`src/logic/core_defines.svh`:
```
`ifndef CORE_DEFINES_SVH
`define CORE_DEFINES_SVH

// Datapath and PC width
`define XLEN       32
`define REG_ADDR_W 5
`define NUM_REGS   32

`define RESET_PC   32'h0000_0000
`define PC_STEP    32'd4

// Supported major opcodes
`define OPC_OP     7'b0110011
`define OPC_OP_IMM 7'b0010011
`define OPC_BRANCH 7'b1100011

`endif

```
`src/logic/core_pkg.sv`:
```
package core_pkg;

    // Register-register view
    typedef struct packed {
        logic [6:0] funct7;
        logic [4:0] rs2;
        logic [4:0] rs1;
        logic [2:0] funct3;
        logic [4:0] rd;
        logic [6:0] opcode;
    } r_type_t;

    typedef struct packed {
        logic [11:0] imm12;
        logic [4:0]  rs1;
        logic [2:0]  funct3;
        logic [4:0]  rd;
        logic [6:0]  opcode;
    } i_type_t;

    // Branch immediate is scattered over the word
    typedef struct packed {
        logic       imm12;
        logic [5:0] imm10_5;
        logic [4:0] rs2;
        logic [4:0] rs1;
        logic [2:0] funct3;
        logic [3:0] imm4_1;
        logic       imm11;
        logic [6:0] opcode;
    } b_type_t;

    typedef union packed {
        r_type_t r;
        i_type_t i;
        b_type_t b;
    } instr_u;

    typedef enum logic [3:0] {
        ALU_ADD, ALU_SUB, ALU_SLL, ALU_SLT, ALU_SLTU,
        ALU_XOR, ALU_SRL, ALU_SRA, ALU_OR, ALU_AND
    } alu_op_e;

    typedef enum logic [1:0] {
        FWD_REG   = 2'b00,
        FWD_EXMEM = 2'b01,
        FWD_MEMWB = 2'b10
    } fwd_sel_e;

endpackage

```
`src/logic/decode_stage.sv`:
```
`timescale 1ns/100ps
`include "core_defines.svh"

module decode_stage import core_pkg::*; (
    input  logic                   clk_i,
    input  logic                   rst_ni,
    input  instr_u                 ifid_instr_i,
    input  logic [`XLEN-1:0]       ifid_pc_i,
    input  logic                   ifid_vld_i,
    input  logic                   flush_i,
    input  logic [`XLEN-1:0]       rs1_data_i,
    input  logic [`XLEN-1:0]       rs2_data_i,
    output logic [`REG_ADDR_W-1:0] rs1_addr_o,
    output logic [`REG_ADDR_W-1:0] rs2_addr_o,
    output logic                   idex_vld_o,
    output logic [`XLEN-1:0]       idex_pc_o,
    output logic [`REG_ADDR_W-1:0] idex_rs1_o,
    output logic [`REG_ADDR_W-1:0] idex_rs2_o,
    output logic [`REG_ADDR_W-1:0] idex_rd_o,
    output logic [`XLEN-1:0]       idex_rs1_data_o,
    output logic [`XLEN-1:0]       idex_rs2_data_o,
    output logic [`XLEN-1:0]       idex_imm_o,
    output alu_op_e                idex_alu_op_o,
    output logic                   idex_use_imm_o,
    output logic                   idex_is_br_o,
    output logic [2:0]             idex_funct3_o,
    output logic                   idex_we_o
);
    logic             legal;
    logic             writes_rd;
    logic             use_imm;
    logic             is_br;
    logic             base_f7;
    logic             alt_f7;
    logic             sub_sel;
    alu_op_e          alu_op;
    logic [`XLEN-1:0] imm_i;
    logic [`XLEN-1:0] imm_b;

    assign rs1_addr_o = ifid_instr_i.r.rs1;
    assign rs2_addr_o = ifid_instr_i.r.rs2;

    assign base_f7 = (ifid_instr_i.r.funct7 == 7'b0000000);
    assign alt_f7  = (ifid_instr_i.r.funct7 == 7'b0100000);
    // ADDI has no alternate form, bit 30 is plain immediate there
    assign sub_sel = (ifid_instr_i.r.opcode == `OPC_OP) && alt_f7;

    always_comb begin
        legal     = 1'b0;
        writes_rd = 1'b0;
        use_imm   = 1'b0;
        is_br     = 1'b0;
        case (ifid_instr_i.r.opcode)
            `OPC_OP: begin
                writes_rd = 1'b1;
                legal     = base_f7 || (alt_f7 && (ifid_instr_i.r.funct3 == 3'b000 ||
                                                   ifid_instr_i.r.funct3 == 3'b101));
            end
            `OPC_OP_IMM: begin
                writes_rd = 1'b1;
                use_imm   = 1'b1;
                case (ifid_instr_i.i.funct3)
                    3'b001:  legal = base_f7;
                    3'b101:  legal = base_f7 || alt_f7;
                    default: legal = 1'b1;
                endcase
            end
            `OPC_BRANCH: begin
                is_br = 1'b1;
                // BEQ, BNE, BLT, BGE only
                legal = !ifid_instr_i.b.funct3[1];
            end
            default: begin
                legal = 1'b0;
            end
        endcase
    end

    always_comb begin
        case (ifid_instr_i.r.funct3)
            3'b000:  alu_op = sub_sel ? ALU_SUB : ALU_ADD;
            3'b001:  alu_op = ALU_SLL;
            3'b010:  alu_op = ALU_SLT;
            3'b011:  alu_op = ALU_SLTU;
            3'b100:  alu_op = ALU_XOR;
            3'b101:  alu_op = ifid_instr_i.r.funct7[5] ? ALU_SRA : ALU_SRL;
            3'b110:  alu_op = ALU_OR;
            default: alu_op = ALU_AND;
        endcase
    end

    // Sign-extended immediates
    assign imm_i = {{(`XLEN-12){ifid_instr_i.i.imm12[11]}}, ifid_instr_i.i.imm12};
    assign imm_b = {{(`XLEN-12){ifid_instr_i.b.imm12}}, ifid_instr_i.b.imm11,
                    ifid_instr_i.b.imm10_5, ifid_instr_i.b.imm4_1, 1'b0};

    always_ff @(posedge clk_i or negedge rst_ni) begin
        if (!rst_ni) begin
            idex_vld_o      <= 1'b0;
            idex_we_o       <= 1'b0;
            idex_is_br_o    <= 1'b0;
            idex_use_imm_o  <= 1'b0;
            idex_alu_op_o   <= ALU_ADD;
            idex_funct3_o   <= '0;
            idex_pc_o       <= '0;
            idex_rs1_o      <= '0;
            idex_rs2_o      <= '0;
            idex_rd_o       <= '0;
            idex_rs1_data_o <= '0;
            idex_rs2_data_o <= '0;
            idex_imm_o      <= '0;
        end else begin
            // Illegal or flushed slots become bubbles, x0 writes dropped here
            idex_vld_o      <= ifid_vld_i && legal && !flush_i;
            idex_we_o       <= ifid_vld_i && legal && !flush_i && writes_rd &&
                               (ifid_instr_i.r.rd != '0);
            idex_is_br_o    <= is_br;
            idex_use_imm_o  <= use_imm;
            idex_alu_op_o   <= alu_op;
            idex_funct3_o   <= ifid_instr_i.r.funct3;
            idex_pc_o       <= ifid_pc_i;
            idex_rs1_o      <= ifid_instr_i.r.rs1;
            idex_rs2_o      <= ifid_instr_i.r.rs2;
            idex_rd_o       <= ifid_instr_i.r.rd;
            idex_rs1_data_o <= rs1_data_i;
            idex_rs2_data_o <= rs2_data_i;
            idex_imm_o      <= is_br ? imm_b : imm_i;
        end
    end

endmodule

```
`src/logic/execute_stage.sv`:
```
`timescale 1ns/100ps
`include "core_defines.svh"

module execute_stage import core_pkg::*; (
    input  logic                   clk_i,
    input  logic                   rst_ni,
    input  logic                   idex_vld_i,
    input  logic [`XLEN-1:0]       idex_pc_i,
    input  logic [`REG_ADDR_W-1:0] idex_rs1_i,
    input  logic [`REG_ADDR_W-1:0] idex_rs2_i,
    input  logic [`REG_ADDR_W-1:0] idex_rd_i,
    input  logic [`XLEN-1:0]       idex_rs1_data_i,
    input  logic [`XLEN-1:0]       idex_rs2_data_i,
    input  logic [`XLEN-1:0]       idex_imm_i,
    input  alu_op_e                idex_alu_op_i,
    input  logic                   idex_use_imm_i,
    input  logic                   idex_is_br_i,
    input  logic [2:0]             idex_funct3_i,
    input  logic                   idex_we_i,
    input  logic                   memwb_we_i,
    input  logic [`REG_ADDR_W-1:0] memwb_rd_i,
    input  logic [`XLEN-1:0]       memwb_data_i,
    output logic                   redirect_o,
    output logic [`XLEN-1:0]       redirect_pc_o,
    output logic                   exmem_vld_o,
    output logic                   exmem_we_o,
    output logic [`REG_ADDR_W-1:0] exmem_rd_o,
    output logic [`XLEN-1:0]       exmem_data_o,
    output logic [`XLEN-1:0]       exmem_pc_o
);
    fwd_sel_e         rs1_sel;
    fwd_sel_e         rs2_sel;
    logic [`XLEN-1:0] rs1_val;
    logic [`XLEN-1:0] rs2_val;
    logic [`XLEN-1:0] op_b;
    logic [`XLEN-1:0] alu_res;
    logic             eq;
    logic             lt_s;
    logic             lt_u;
    logic             taken;
    logic [$clog2(`XLEN)-1:0] shamt;

    // Younger producer in EX/MEM has priority
    function automatic fwd_sel_e pick_src(input logic [`REG_ADDR_W-1:0] rs,
                                          input logic exmem_we,
                                          input logic [`REG_ADDR_W-1:0] exmem_rd,
                                          input logic memwb_we,
                                          input logic [`REG_ADDR_W-1:0] memwb_rd);
        if (rs == '0) begin
            return FWD_REG;
        end
        if (exmem_we && (exmem_rd == rs)) begin
            return FWD_EXMEM;
        end
        if (memwb_we && (memwb_rd == rs)) begin
            return FWD_MEMWB;
        end
        return FWD_REG;
    endfunction

    assign rs1_sel = pick_src(idex_rs1_i, exmem_we_o, exmem_rd_o, memwb_we_i, memwb_rd_i);
    assign rs2_sel = pick_src(idex_rs2_i, exmem_we_o, exmem_rd_o, memwb_we_i, memwb_rd_i);

    assign rs1_val = (rs1_sel == FWD_EXMEM) ? exmem_data_o :
                     (rs1_sel == FWD_MEMWB) ? memwb_data_i : idex_rs1_data_i;
    assign rs2_val = (rs2_sel == FWD_EXMEM) ? exmem_data_o :
                     (rs2_sel == FWD_MEMWB) ? memwb_data_i : idex_rs2_data_i;

    assign op_b  = idex_use_imm_i ? idex_imm_i : rs2_val;
    assign shamt = op_b[$clog2(`XLEN)-1:0];

    // Shared by SLT/SLTU and the branch compare
    assign eq   = (rs1_val == op_b);
    assign lt_s = ($signed(rs1_val) < $signed(op_b));
    assign lt_u = (rs1_val < op_b);

    always_comb begin
        case (idex_alu_op_i)
            ALU_SUB:  alu_res = rs1_val - op_b;
            ALU_SLL:  alu_res = rs1_val << shamt;
            ALU_SLT:  alu_res = {{(`XLEN-1){1'b0}}, lt_s};
            ALU_SLTU: alu_res = {{(`XLEN-1){1'b0}}, lt_u};
            ALU_XOR:  alu_res = rs1_val ^ op_b;
            ALU_SRL:  alu_res = rs1_val >> shamt;
            ALU_SRA:  alu_res = $signed(rs1_val) >>> shamt;
            ALU_OR:   alu_res = rs1_val | op_b;
            ALU_AND:  alu_res = rs1_val & op_b;
            default:  alu_res = rs1_val + op_b;
        endcase
    end

    // funct3[2] picks LT over EQ and funct3[0] inverts
    assign taken = (idex_funct3_i[2] ? lt_s : eq) ^ idex_funct3_i[0];

    assign redirect_o    = idex_vld_i && idex_is_br_i && taken;
    assign redirect_pc_o = idex_pc_i + idex_imm_i;

    always_ff @(posedge clk_i or negedge rst_ni) begin
        if (!rst_ni) begin
            exmem_vld_o  <= 1'b0;
            exmem_we_o   <= 1'b0;
            exmem_rd_o   <= '0;
            exmem_data_o <= '0;
            exmem_pc_o   <= '0;
        end else begin
            exmem_vld_o  <= idex_vld_i;
            exmem_we_o   <= idex_we_i;
            exmem_rd_o   <= idex_rd_i;
            exmem_data_o <= alu_res;
            exmem_pc_o   <= idex_pc_i;
        end
    end

    a_fwd_exmem_writes: assert property (
        @(posedge clk_i) disable iff (!rst_ni)
        (rs1_sel == FWD_EXMEM || rs2_sel == FWD_EXMEM) |-> exmem_we_o && exmem_vld_o
    );

endmodule

```
`src/logic/fetch_stage.sv`:
```
`timescale 1ns/100ps
`include "core_defines.svh"

module fetch_stage import core_pkg::*; (
    input  logic             clk_i,
    input  logic             rst_ni,
    input  instr_u           instr_i,
    input  logic             redirect_i,
    input  logic [`XLEN-1:0] redirect_pc_i,
    output logic [`XLEN-1:0] pc_o,
    output instr_u           ifid_instr_o,
    output logic [`XLEN-1:0] ifid_pc_o,
    output logic             ifid_vld_o
);
    logic [`XLEN-1:0] pc_next;

    // Static not-taken, execute overrides on a taken branch
    assign pc_next = redirect_i ? redirect_pc_i : pc_o + `PC_STEP;

    always_ff @(posedge clk_i or negedge rst_ni) begin
        if (!rst_ni) begin
            pc_o <= `RESET_PC;
        end else begin
            pc_o <= pc_next;
        end
    end

    // IF/ID, wrong-path word dropped on redirect
    always_ff @(posedge clk_i or negedge rst_ni) begin
        if (!rst_ni) begin
            ifid_instr_o <= '0;
            ifid_pc_o    <= '0;
            ifid_vld_o   <= 1'b0;
        end else begin
            ifid_instr_o <= instr_i;
            ifid_pc_o    <= pc_o;
            ifid_vld_o   <= !redirect_i;
        end
    end

    a_redirect_aligned: assert property (
        @(posedge clk_i) disable iff (!rst_ni)
        redirect_i |-> (redirect_pc_i[1:0] == 2'b00)
    );

endmodule

```
`src/logic/reg_file.sv`:
```
`timescale 1ns/100ps
`include "core_defines.svh"

module reg_file (
    input  logic                   clk_i,
    input  logic                   rst_ni,
    input  logic                   we_i,
    input  logic [`REG_ADDR_W-1:0] waddr_i,
    input  logic [`XLEN-1:0]       wdata_i,
    input  logic [`REG_ADDR_W-1:0] raddr1_i,
    input  logic [`REG_ADDR_W-1:0] raddr2_i,
    output logic [`XLEN-1:0]       rdata1_o,
    output logic [`XLEN-1:0]       rdata2_o
);
    // No storage for x0
    logic [`XLEN-1:0] regs [1:`NUM_REGS-1];

    // Write data of this cycle wins over the stored value
    function automatic logic [`XLEN-1:0] read_port(input logic [`REG_ADDR_W-1:0] addr);
        if (addr == '0) begin
            return '0;
        end
        if (we_i && (waddr_i == addr)) begin
            return wdata_i;
        end
        return regs[addr];
    endfunction

    always_ff @(posedge clk_i or negedge rst_ni) begin
        if (!rst_ni) begin
            for (int i = 1; i < `NUM_REGS; i++) begin
                regs[i] <= '0;
            end
        end else if (we_i && (waddr_i != '0)) begin
            regs[waddr_i] <= wdata_i;
        end
    end

    always_comb begin
        rdata1_o = read_port(raddr1_i);
        rdata2_o = read_port(raddr2_i);
    end

endmodule

```
`src/logic/retire_stage.sv`:
```
`timescale 1ns/100ps
`include "core_defines.svh"

module retire_stage (
    input  logic                   clk_i,
    input  logic                   rst_ni,
    input  logic                   exmem_vld_i,
    input  logic                   exmem_we_i,
    input  logic [`REG_ADDR_W-1:0] exmem_rd_i,
    input  logic [`XLEN-1:0]       exmem_data_i,
    input  logic [`XLEN-1:0]       exmem_pc_i,
    output logic                   memwb_we_o,
    output logic [`REG_ADDR_W-1:0] memwb_rd_o,
    output logic [`XLEN-1:0]       memwb_data_o,
    output logic                   retire_vld_o,
    output logic [`XLEN-1:0]       retire_pc_o
);

    // MEM/WB, the memory stage itself is empty
    always_ff @(posedge clk_i or negedge rst_ni) begin
        if (!rst_ni) begin
            retire_vld_o <= 1'b0;
            memwb_we_o   <= 1'b0;
            memwb_rd_o   <= '0;
            memwb_data_o <= '0;
            retire_pc_o  <= '0;
        end else begin
            retire_vld_o <= exmem_vld_i;
            memwb_we_o   <= exmem_we_i;
            memwb_rd_o   <= exmem_rd_i;
            memwb_data_o <= exmem_data_i;
            retire_pc_o  <= exmem_pc_i;
        end
    end

    a_wb_rd_nonzero: assert property (
        @(posedge clk_i) disable iff (!rst_ni)
        memwb_we_o |-> (memwb_rd_o != '0) && retire_vld_o
    );

endmodule

```
`src/logic/riscv_core.sv`:
```
`timescale 1ns/100ps
`include "core_defines.svh"

module riscv_core import core_pkg::*; (
    input  logic                   clk_i,
    input  logic                   rst_ni,
    input  logic [`XLEN-1:0]       imem_data_i,
    output logic [`XLEN-1:0]       imem_addr_o,
    output logic                   retire_vld_o,
    output logic [`XLEN-1:0]       retire_pc_o,
    output logic                   retire_we_o,
    output logic [`REG_ADDR_W-1:0] retire_rd_o,
    output logic [`XLEN-1:0]       retire_data_o
);
    // IF/ID
    instr_u                 ifid_instr;
    logic [`XLEN-1:0]       ifid_pc;
    logic                   ifid_vld;

    // Register file read side
    logic [`REG_ADDR_W-1:0] rs1_addr;
    logic [`REG_ADDR_W-1:0] rs2_addr;
    logic [`XLEN-1:0]       rs1_data;
    logic [`XLEN-1:0]       rs2_data;

    // ID/EX
    logic                   idex_vld;
    logic [`XLEN-1:0]       idex_pc;
    logic [`REG_ADDR_W-1:0] idex_rs1;
    logic [`REG_ADDR_W-1:0] idex_rs2;
    logic [`REG_ADDR_W-1:0] idex_rd;
    logic [`XLEN-1:0]       idex_rs1_data;
    logic [`XLEN-1:0]       idex_rs2_data;
    logic [`XLEN-1:0]       idex_imm;
    alu_op_e                idex_alu_op;
    logic                   idex_use_imm;
    logic                   idex_is_br;
    logic [2:0]             idex_funct3;
    logic                   idex_we;

    // Branch redirect from execute
    logic                   redirect;
    logic [`XLEN-1:0]       redirect_pc;

    // EX/MEM
    logic                   exmem_vld;
    logic                   exmem_we;
    logic [`REG_ADDR_W-1:0] exmem_rd;
    logic [`XLEN-1:0]       exmem_data;
    logic [`XLEN-1:0]       exmem_pc;

    // MEM/WB write-back port
    logic                   memwb_we;
    logic [`REG_ADDR_W-1:0] memwb_rd;
    logic [`XLEN-1:0]       memwb_data;

    fetch_stage u_fetch (
        .clk_i         (clk_i),
        .rst_ni        (rst_ni),
        .instr_i       (imem_data_i),
        .redirect_i    (redirect),
        .redirect_pc_i (redirect_pc),
        .pc_o          (imem_addr_o),
        .ifid_instr_o  (ifid_instr),
        .ifid_pc_o     (ifid_pc),
        .ifid_vld_o    (ifid_vld)
    );

    reg_file u_reg_file (
        .clk_i    (clk_i),
        .rst_ni   (rst_ni),
        .we_i     (memwb_we),
        .waddr_i  (memwb_rd),
        .wdata_i  (memwb_data),
        .raddr1_i (rs1_addr),
        .raddr2_i (rs2_addr),
        .rdata1_o (rs1_data),
        .rdata2_o (rs2_data)
    );

    decode_stage u_decode (
        .clk_i           (clk_i),
        .rst_ni          (rst_ni),
        .ifid_instr_i    (ifid_instr),
        .ifid_pc_i       (ifid_pc),
        .ifid_vld_i      (ifid_vld),
        .flush_i         (redirect),
        .rs1_data_i      (rs1_data),
        .rs2_data_i      (rs2_data),
        .rs1_addr_o      (rs1_addr),
        .rs2_addr_o      (rs2_addr),
        .idex_vld_o      (idex_vld),
        .idex_pc_o       (idex_pc),
        .idex_rs1_o      (idex_rs1),
        .idex_rs2_o      (idex_rs2),
        .idex_rd_o       (idex_rd),
        .idex_rs1_data_o (idex_rs1_data),
        .idex_rs2_data_o (idex_rs2_data),
        .idex_imm_o      (idex_imm),
        .idex_alu_op_o   (idex_alu_op),
        .idex_use_imm_o  (idex_use_imm),
        .idex_is_br_o    (idex_is_br),
        .idex_funct3_o   (idex_funct3),
        .idex_we_o       (idex_we)
    );

    execute_stage u_execute (
        .clk_i           (clk_i),
        .rst_ni          (rst_ni),
        .idex_vld_i      (idex_vld),
        .idex_pc_i       (idex_pc),
        .idex_rs1_i      (idex_rs1),
        .idex_rs2_i      (idex_rs2),
        .idex_rd_i       (idex_rd),
        .idex_rs1_data_i (idex_rs1_data),
        .idex_rs2_data_i (idex_rs2_data),
        .idex_imm_i      (idex_imm),
        .idex_alu_op_i   (idex_alu_op),
        .idex_use_imm_i  (idex_use_imm),
        .idex_is_br_i    (idex_is_br),
        .idex_funct3_i   (idex_funct3),
        .idex_we_i       (idex_we),
        .memwb_we_i      (memwb_we),
        .memwb_rd_i      (memwb_rd),
        .memwb_data_i    (memwb_data),
        .redirect_o      (redirect),
        .redirect_pc_o   (redirect_pc),
        .exmem_vld_o     (exmem_vld),
        .exmem_we_o      (exmem_we),
        .exmem_rd_o      (exmem_rd),
        .exmem_data_o    (exmem_data),
        .exmem_pc_o      (exmem_pc)
    );

    retire_stage u_retire (
        .clk_i        (clk_i),
        .rst_ni       (rst_ni),
        .exmem_vld_i  (exmem_vld),
        .exmem_we_i   (exmem_we),
        .exmem_rd_i   (exmem_rd),
        .exmem_data_i (exmem_data),
        .exmem_pc_i   (exmem_pc),
        .memwb_we_o   (memwb_we),
        .memwb_rd_o   (memwb_rd),
        .memwb_data_o (memwb_data),
        .retire_vld_o (retire_vld_o),
        .retire_pc_o  (retire_pc_o)
    );

    // Retire port mirrors the write-back port
    assign retire_we_o   = memwb_we;
    assign retire_rd_o   = memwb_rd;
    assign retire_data_o = memwb_data;

endmodule
```
`config.mk`:
```
export PLATFORM = sky130hd
export DESIGN_NAME = riscv_core
export DESIGN_NICKNAME = d
export VERILOG_FILES = /design/src/logic/core_pkg.sv /design/src/logic/decode_stage.sv /design/src/logic/execute_stage.sv /design/src/logic/fetch_stage.sv /design/src/logic/reg_file.sv /design/src/logic/retire_stage.sv /design/src/logic/riscv_core.sv
export VERILOG_INCLUDE_DIRS = /design/src /design/src/logic
export SDC_FILE = /design/constraint.sdc
export NUM_CORES = 2
export LEC_CHECK = 0
export ABC_AREA = 1
export BUFFER_PORTS_ARGS = -buffer_cell sky130_fd_sc_hd__buf_4
export CORE_ASPECT_RATIO = 0.6
export CORE_UTILIZATION = 50
export DETAILED_ROUTE_END_ITERATION = 8
export PLACE_DENSITY = 0.63
export SLEW_MARGIN = 15
export SYNTH_ARGS = -nofsm -noshare
export SYNTH_HDL_FRONTEND = slang
export SYNTH_SLANG_ARGS = --single-unit
```
`constraint.sdc`:
```
create_clock -name clk_i -period 7.11 [get_ports clk_i]
set_input_delay 1.0665 -clock clk_i [delete_from_list [all_inputs] [get_ports clk_i]]
set_output_delay 1.0665 -clock clk_i [all_outputs]
set_load 0.02 [all_outputs]
```
==> qor.yml <==
outcome: "completed"
drive_above_1_share_pct: 7.40
die_height_um: 303
cellLeakagePower_uw: 0.0367
start_util_pct: 50.8
clk_latency_ps: 810
viasPerCell: 6.60
max_stage_delay_ps: 660
ys_async_sr_fraction_pct: 100
coreArea_mm2: 0.149
grt_pass1_vias: 69992
ant_nets: 0
ys.flop_type: "dfrtp_1"
cp_max_fo: 34
antenna_found_initial: 13
grt_overflow: 0
yosys_warnings: 0
crit_slowest_cell: "dfrtp_1"
fin_ws_ps: 995
p_sw_share_pct: 36.0
cp-start-kind: "flip-flop"
nets: 9663
crit_type: "reg -> reg"
grt_util_all_layers_pct: 44.3
setup_tns_ps: 0
setup.worst_path.end_class: "flip-flop"
rows: 109
min_path_type: "in -> async"
ys_seq_area_share_pct: 45.3
syn_nets: 10007
pwr-share-clk_pct: 36.6
finalCriticalPeriod_ps: 6110
hpwl_um: 208000
worst-path-buf-inv: 5
required_ps: 7800
reg2reg_slack_ps: 1000
cts_sinks: 1365
pwr-share-comb_pct: 22.7
place.gp.congestion: 1.03
ys_ff_latch: 1365
first_pass_iters: 8
io_pins: 137
clk_pin_slew_ps: 70
hold_violations: 0
routed-via-count: 76655
crit_arrival_ps: 6800
post_drt_wl_per_cell_um: 29.5
fmax_mhz: 164
internal_power_uw: 13200
tightest_slew_ps: 1410
cts_buffers: 136
cts_setup_buffers: 0
cts_tree: "built"
fp.dieW_um: 503
grt_pass1_wl_um: 494000
rsz0062_at_grt: "false"
crit_family: "simple AND/OR/NAND/NOR gates"
pwr-share-seq_pct: 40.7
area_growth_pct: 9.04
syn_inst: 9841
drc_errors: 0
cts_resized: 0
holdBufCountCts: 0
routed_wl_um: 343000
max_slew_margin_pct: 5.63
finalSetupViolCount: 0
finalCritPeriodShare_pct: 86.0
die-area_mm2: 0.152
ys_types: 63
fin_util_pct: 55.4
fin_skew_ps: 36.0
p_sw_uw: 7410
clockRootBuffer: "clkbuf_16"
dp_slack_ps: 1300
grt_max_degree: 170
ir_drop_v: 0.000261
holdWs_ps: 167
io_buffers: 136
max-cap-violations: 0
total_power_uw: 20600
finalMaxSlewViolations: 0
syn_area_mm2: 0.0754
syn_area_per_cell_um2: 7.67
first_iter_violations: 13631
htree_levels: 4
cp_common_cell: "nand2_1"
cts_buffer_depth: 3
power_density_mw_per_mm2: 250
synth-edff-count: 0
[final cells by class]
type	instances	area, um^2
Clock buffer	192	3860
Antenna cell	7	17.5
Inverter	735	2810
Sequential cell	1365	34200
Tap cell	1998	2500
Timing Repair Buffer	315	2610
Fill cell	13994	66300
Clock inverter	53	616
Multi-Input combinational cell	6944	35600
[path summary, 6_finish.rpt]
path	cells past startpoint	end	from
setup / recovery	30	u_fetch.pc_o[3]$_DFF_PN0_	u_retire.memwb_rd_o[4]$_DFF_PN0_
hold / removal	1	u_reg_file.regs[315]$_DFFE_PN0P_	rst_ni
setup reg to reg	30	u_fetch.pc_o[3]$_DFF_PN0_	u_retire.memwb_rd_o[4]$_DFF_PN0_
hold reg to reg	0	u_decode.idex_pc_o[14]$_DFF_PN0_	u_fetch.ifid_pc_o[14]$_DFF_PN0_
max in group asynchronous	2	u_fetch.ifid_instr_o[15]$_DFF_PN0_	rst_ni
min in group clk_i	0	u_decode.idex_pc_o[14]$_DFF_PN0_	u_fetch.ifid_pc_o[14]$_DFF_PN0_
[cells in the final DEF (no fill, tap or decap), types with 11 or more instances in the layout]
cell type,n
a31o_2,12
o22ai_1,111
o21a_1,20
o211ai_1,306
nor2_4,19
nand3_1,613
a22oi_1,13
a21oi_1,1227
o31ai_1,11
o21ai_0,1276
o2111ai_1,48
ha_1,129
a211oi_1,15
a311o_1,14
clkbuf_1,32
a31oi_1,27
o221ai_1,136
o21ai_2,16
nand2_1,1947
nor3_1,22
clkinv_2,20
or2_2,17
dfrtp_1,1355
clkbuf_8,23
a221oi_1,21
clkbuf_16,137
buf_12,18
xnor2_1,21
inv_1,699
inv_2,20
nand4_1,58
xor2_1,65
nand2_4,17
inv_6,12
nor2_1,638
buf_4,296
o21ai_1,30
nand2_2,16
[metal layers]
layer  up-vias  GRT usage (%)  part of all wire, %
li1      32838              -                    -
met1     36593           64.6                   41
met2      6126           58.3                   39
met3      1076           15.9                   15
met4        22           19.2                  4.7
met5         -          0.582                0.083
[registers in the layout (all words and copies together), names as in the netlist, 13 cells and up]
signal                    count
u_execute.exmem_pc_o         32
u_decode.idex_imm_o          13
u_fetch.ifid_instr_o         32
u_retire.memwb_data_o        32
u_fetch.ifid_pc_o            32
u_reg_file.regs             992
u_fetch.pc_o                 32
u_execute.exmem_data_o       32
u_retire.retire_pc_o         32
u_decode.idex_rs1_data_o     32
u_decode.idex_rs2_data_o     32
u_decode.idex_pc_o           32
[worst reg2reg max path, delay by kind of cell (launching register included)]
| kind | cells | cell delay (ps) |
|---|---|---|
| AOI/OAI and AO/OA | 4 | 890 |
| xor gates and xnor gates | 1 | 180 |
| adders and majority gates | 2 | 650 |
| buffers and inverters | 5 | 810 |
| DFF | 1 | 660 |
| and+or+nand+nor | 18 | 2830 |
[cells by family (layout without fill, tap and decap cells)]
group / count (synthesis) / count (layout) / share of synthesized area, %
flip-flops: 1365 / 1365 / 45.3
XOR/XNOR: 86 / 86 / 0.999
AO/OA/AOI/OAI: 3330 / 3330 / 25.0
other: 0 / 7 / 0
buffers and inverters: 1532 / 1295 / 7.92
adder cells (fa/ha/maj): 132 / 132 / 2.22
AND/OR/NAND/NOR: 3396 / 3396 / 18.6
[synth_stat cells, types with 5 or more instances]
cell type | number | area, um^2
a211oi_1 | 15 | 113
nor4_1 | 5 | 31.3
a21boi_0 | 7 | 52.6
o21a_1 | 20 | 150
nand3_2 | 9 | 90.1
a221oi_1 | 21 | 184
nor2_2 | 6 | 37.5
a21oi_1 | 1228 | 6150
o221ai_1 | 136 | 1190
dfrtp_1 | 1365 | 34200
clkinv_1 | 5 | 18.8
buf_1 | 53 | 199
inv_1 | 711 | 2670
a311oi_1 | 10 | 87.6
nor2_1 | 655 | 2460
xor2_1 | 65 | 569
o21ai_1 | 29 | 145
buf_6 | 10 | 113
o21bai_1 | 10 | 75.1
o211ai_2 | 6 | 75.1
nand2_1 | 1960 | 7360
a31oi_1 | 27 | 169
nand4_1 | 58 | 363
xnor2_1 | 21 | 184
o21ai_0 | 1277 | 6390
or2_2 | 17 | 106
or2_1 | 5 | 31.3
ha_1 | 129 | 1610
o211ai_1 | 306 | 2300
a22oi_1 | 13 | 97.6
a311o_1 | 14 | 140
o22ai_1 | 111 | 694
a31o_2 | 12 | 105
buf_4 | 19 | 143
nor3_1 | 27 | 135
nand3_1 | 618 | 3090
clkbuf_1 | 656 | 2460
o21ai_2 | 18 | 158
o31ai_1 | 11 | 82.6
inv_2 | 18 | 67.6
buf_2 | 57 | 285
o2111ai_1 | 48 | 420
nand2_2 | 16 | 100
[power groups by stage]
stage                     clock [uW]  combinational [uW]  sequential, uW
after floorplan                    0                2470            8400
after global placement             0                4470            8500
after detailed placement           0                4450            8500
after CTS                       7550                4460            8360
after global routing            7870                4890            8380
final                           7530                4680            8380
[metrics by stage]
| stage | instance area [um^2] | cells |
|---|---|---|
| finish | 82300 | 11609 |
| global placement | 77700 | 11357 |
| floorplan | 75400 | 9841 |
| detailed placement | 77700 | 11357 |
| global route | 82200 | 11602 |
| CTS | 82200 | 11602 |
(Power assumes the default switching activity.)
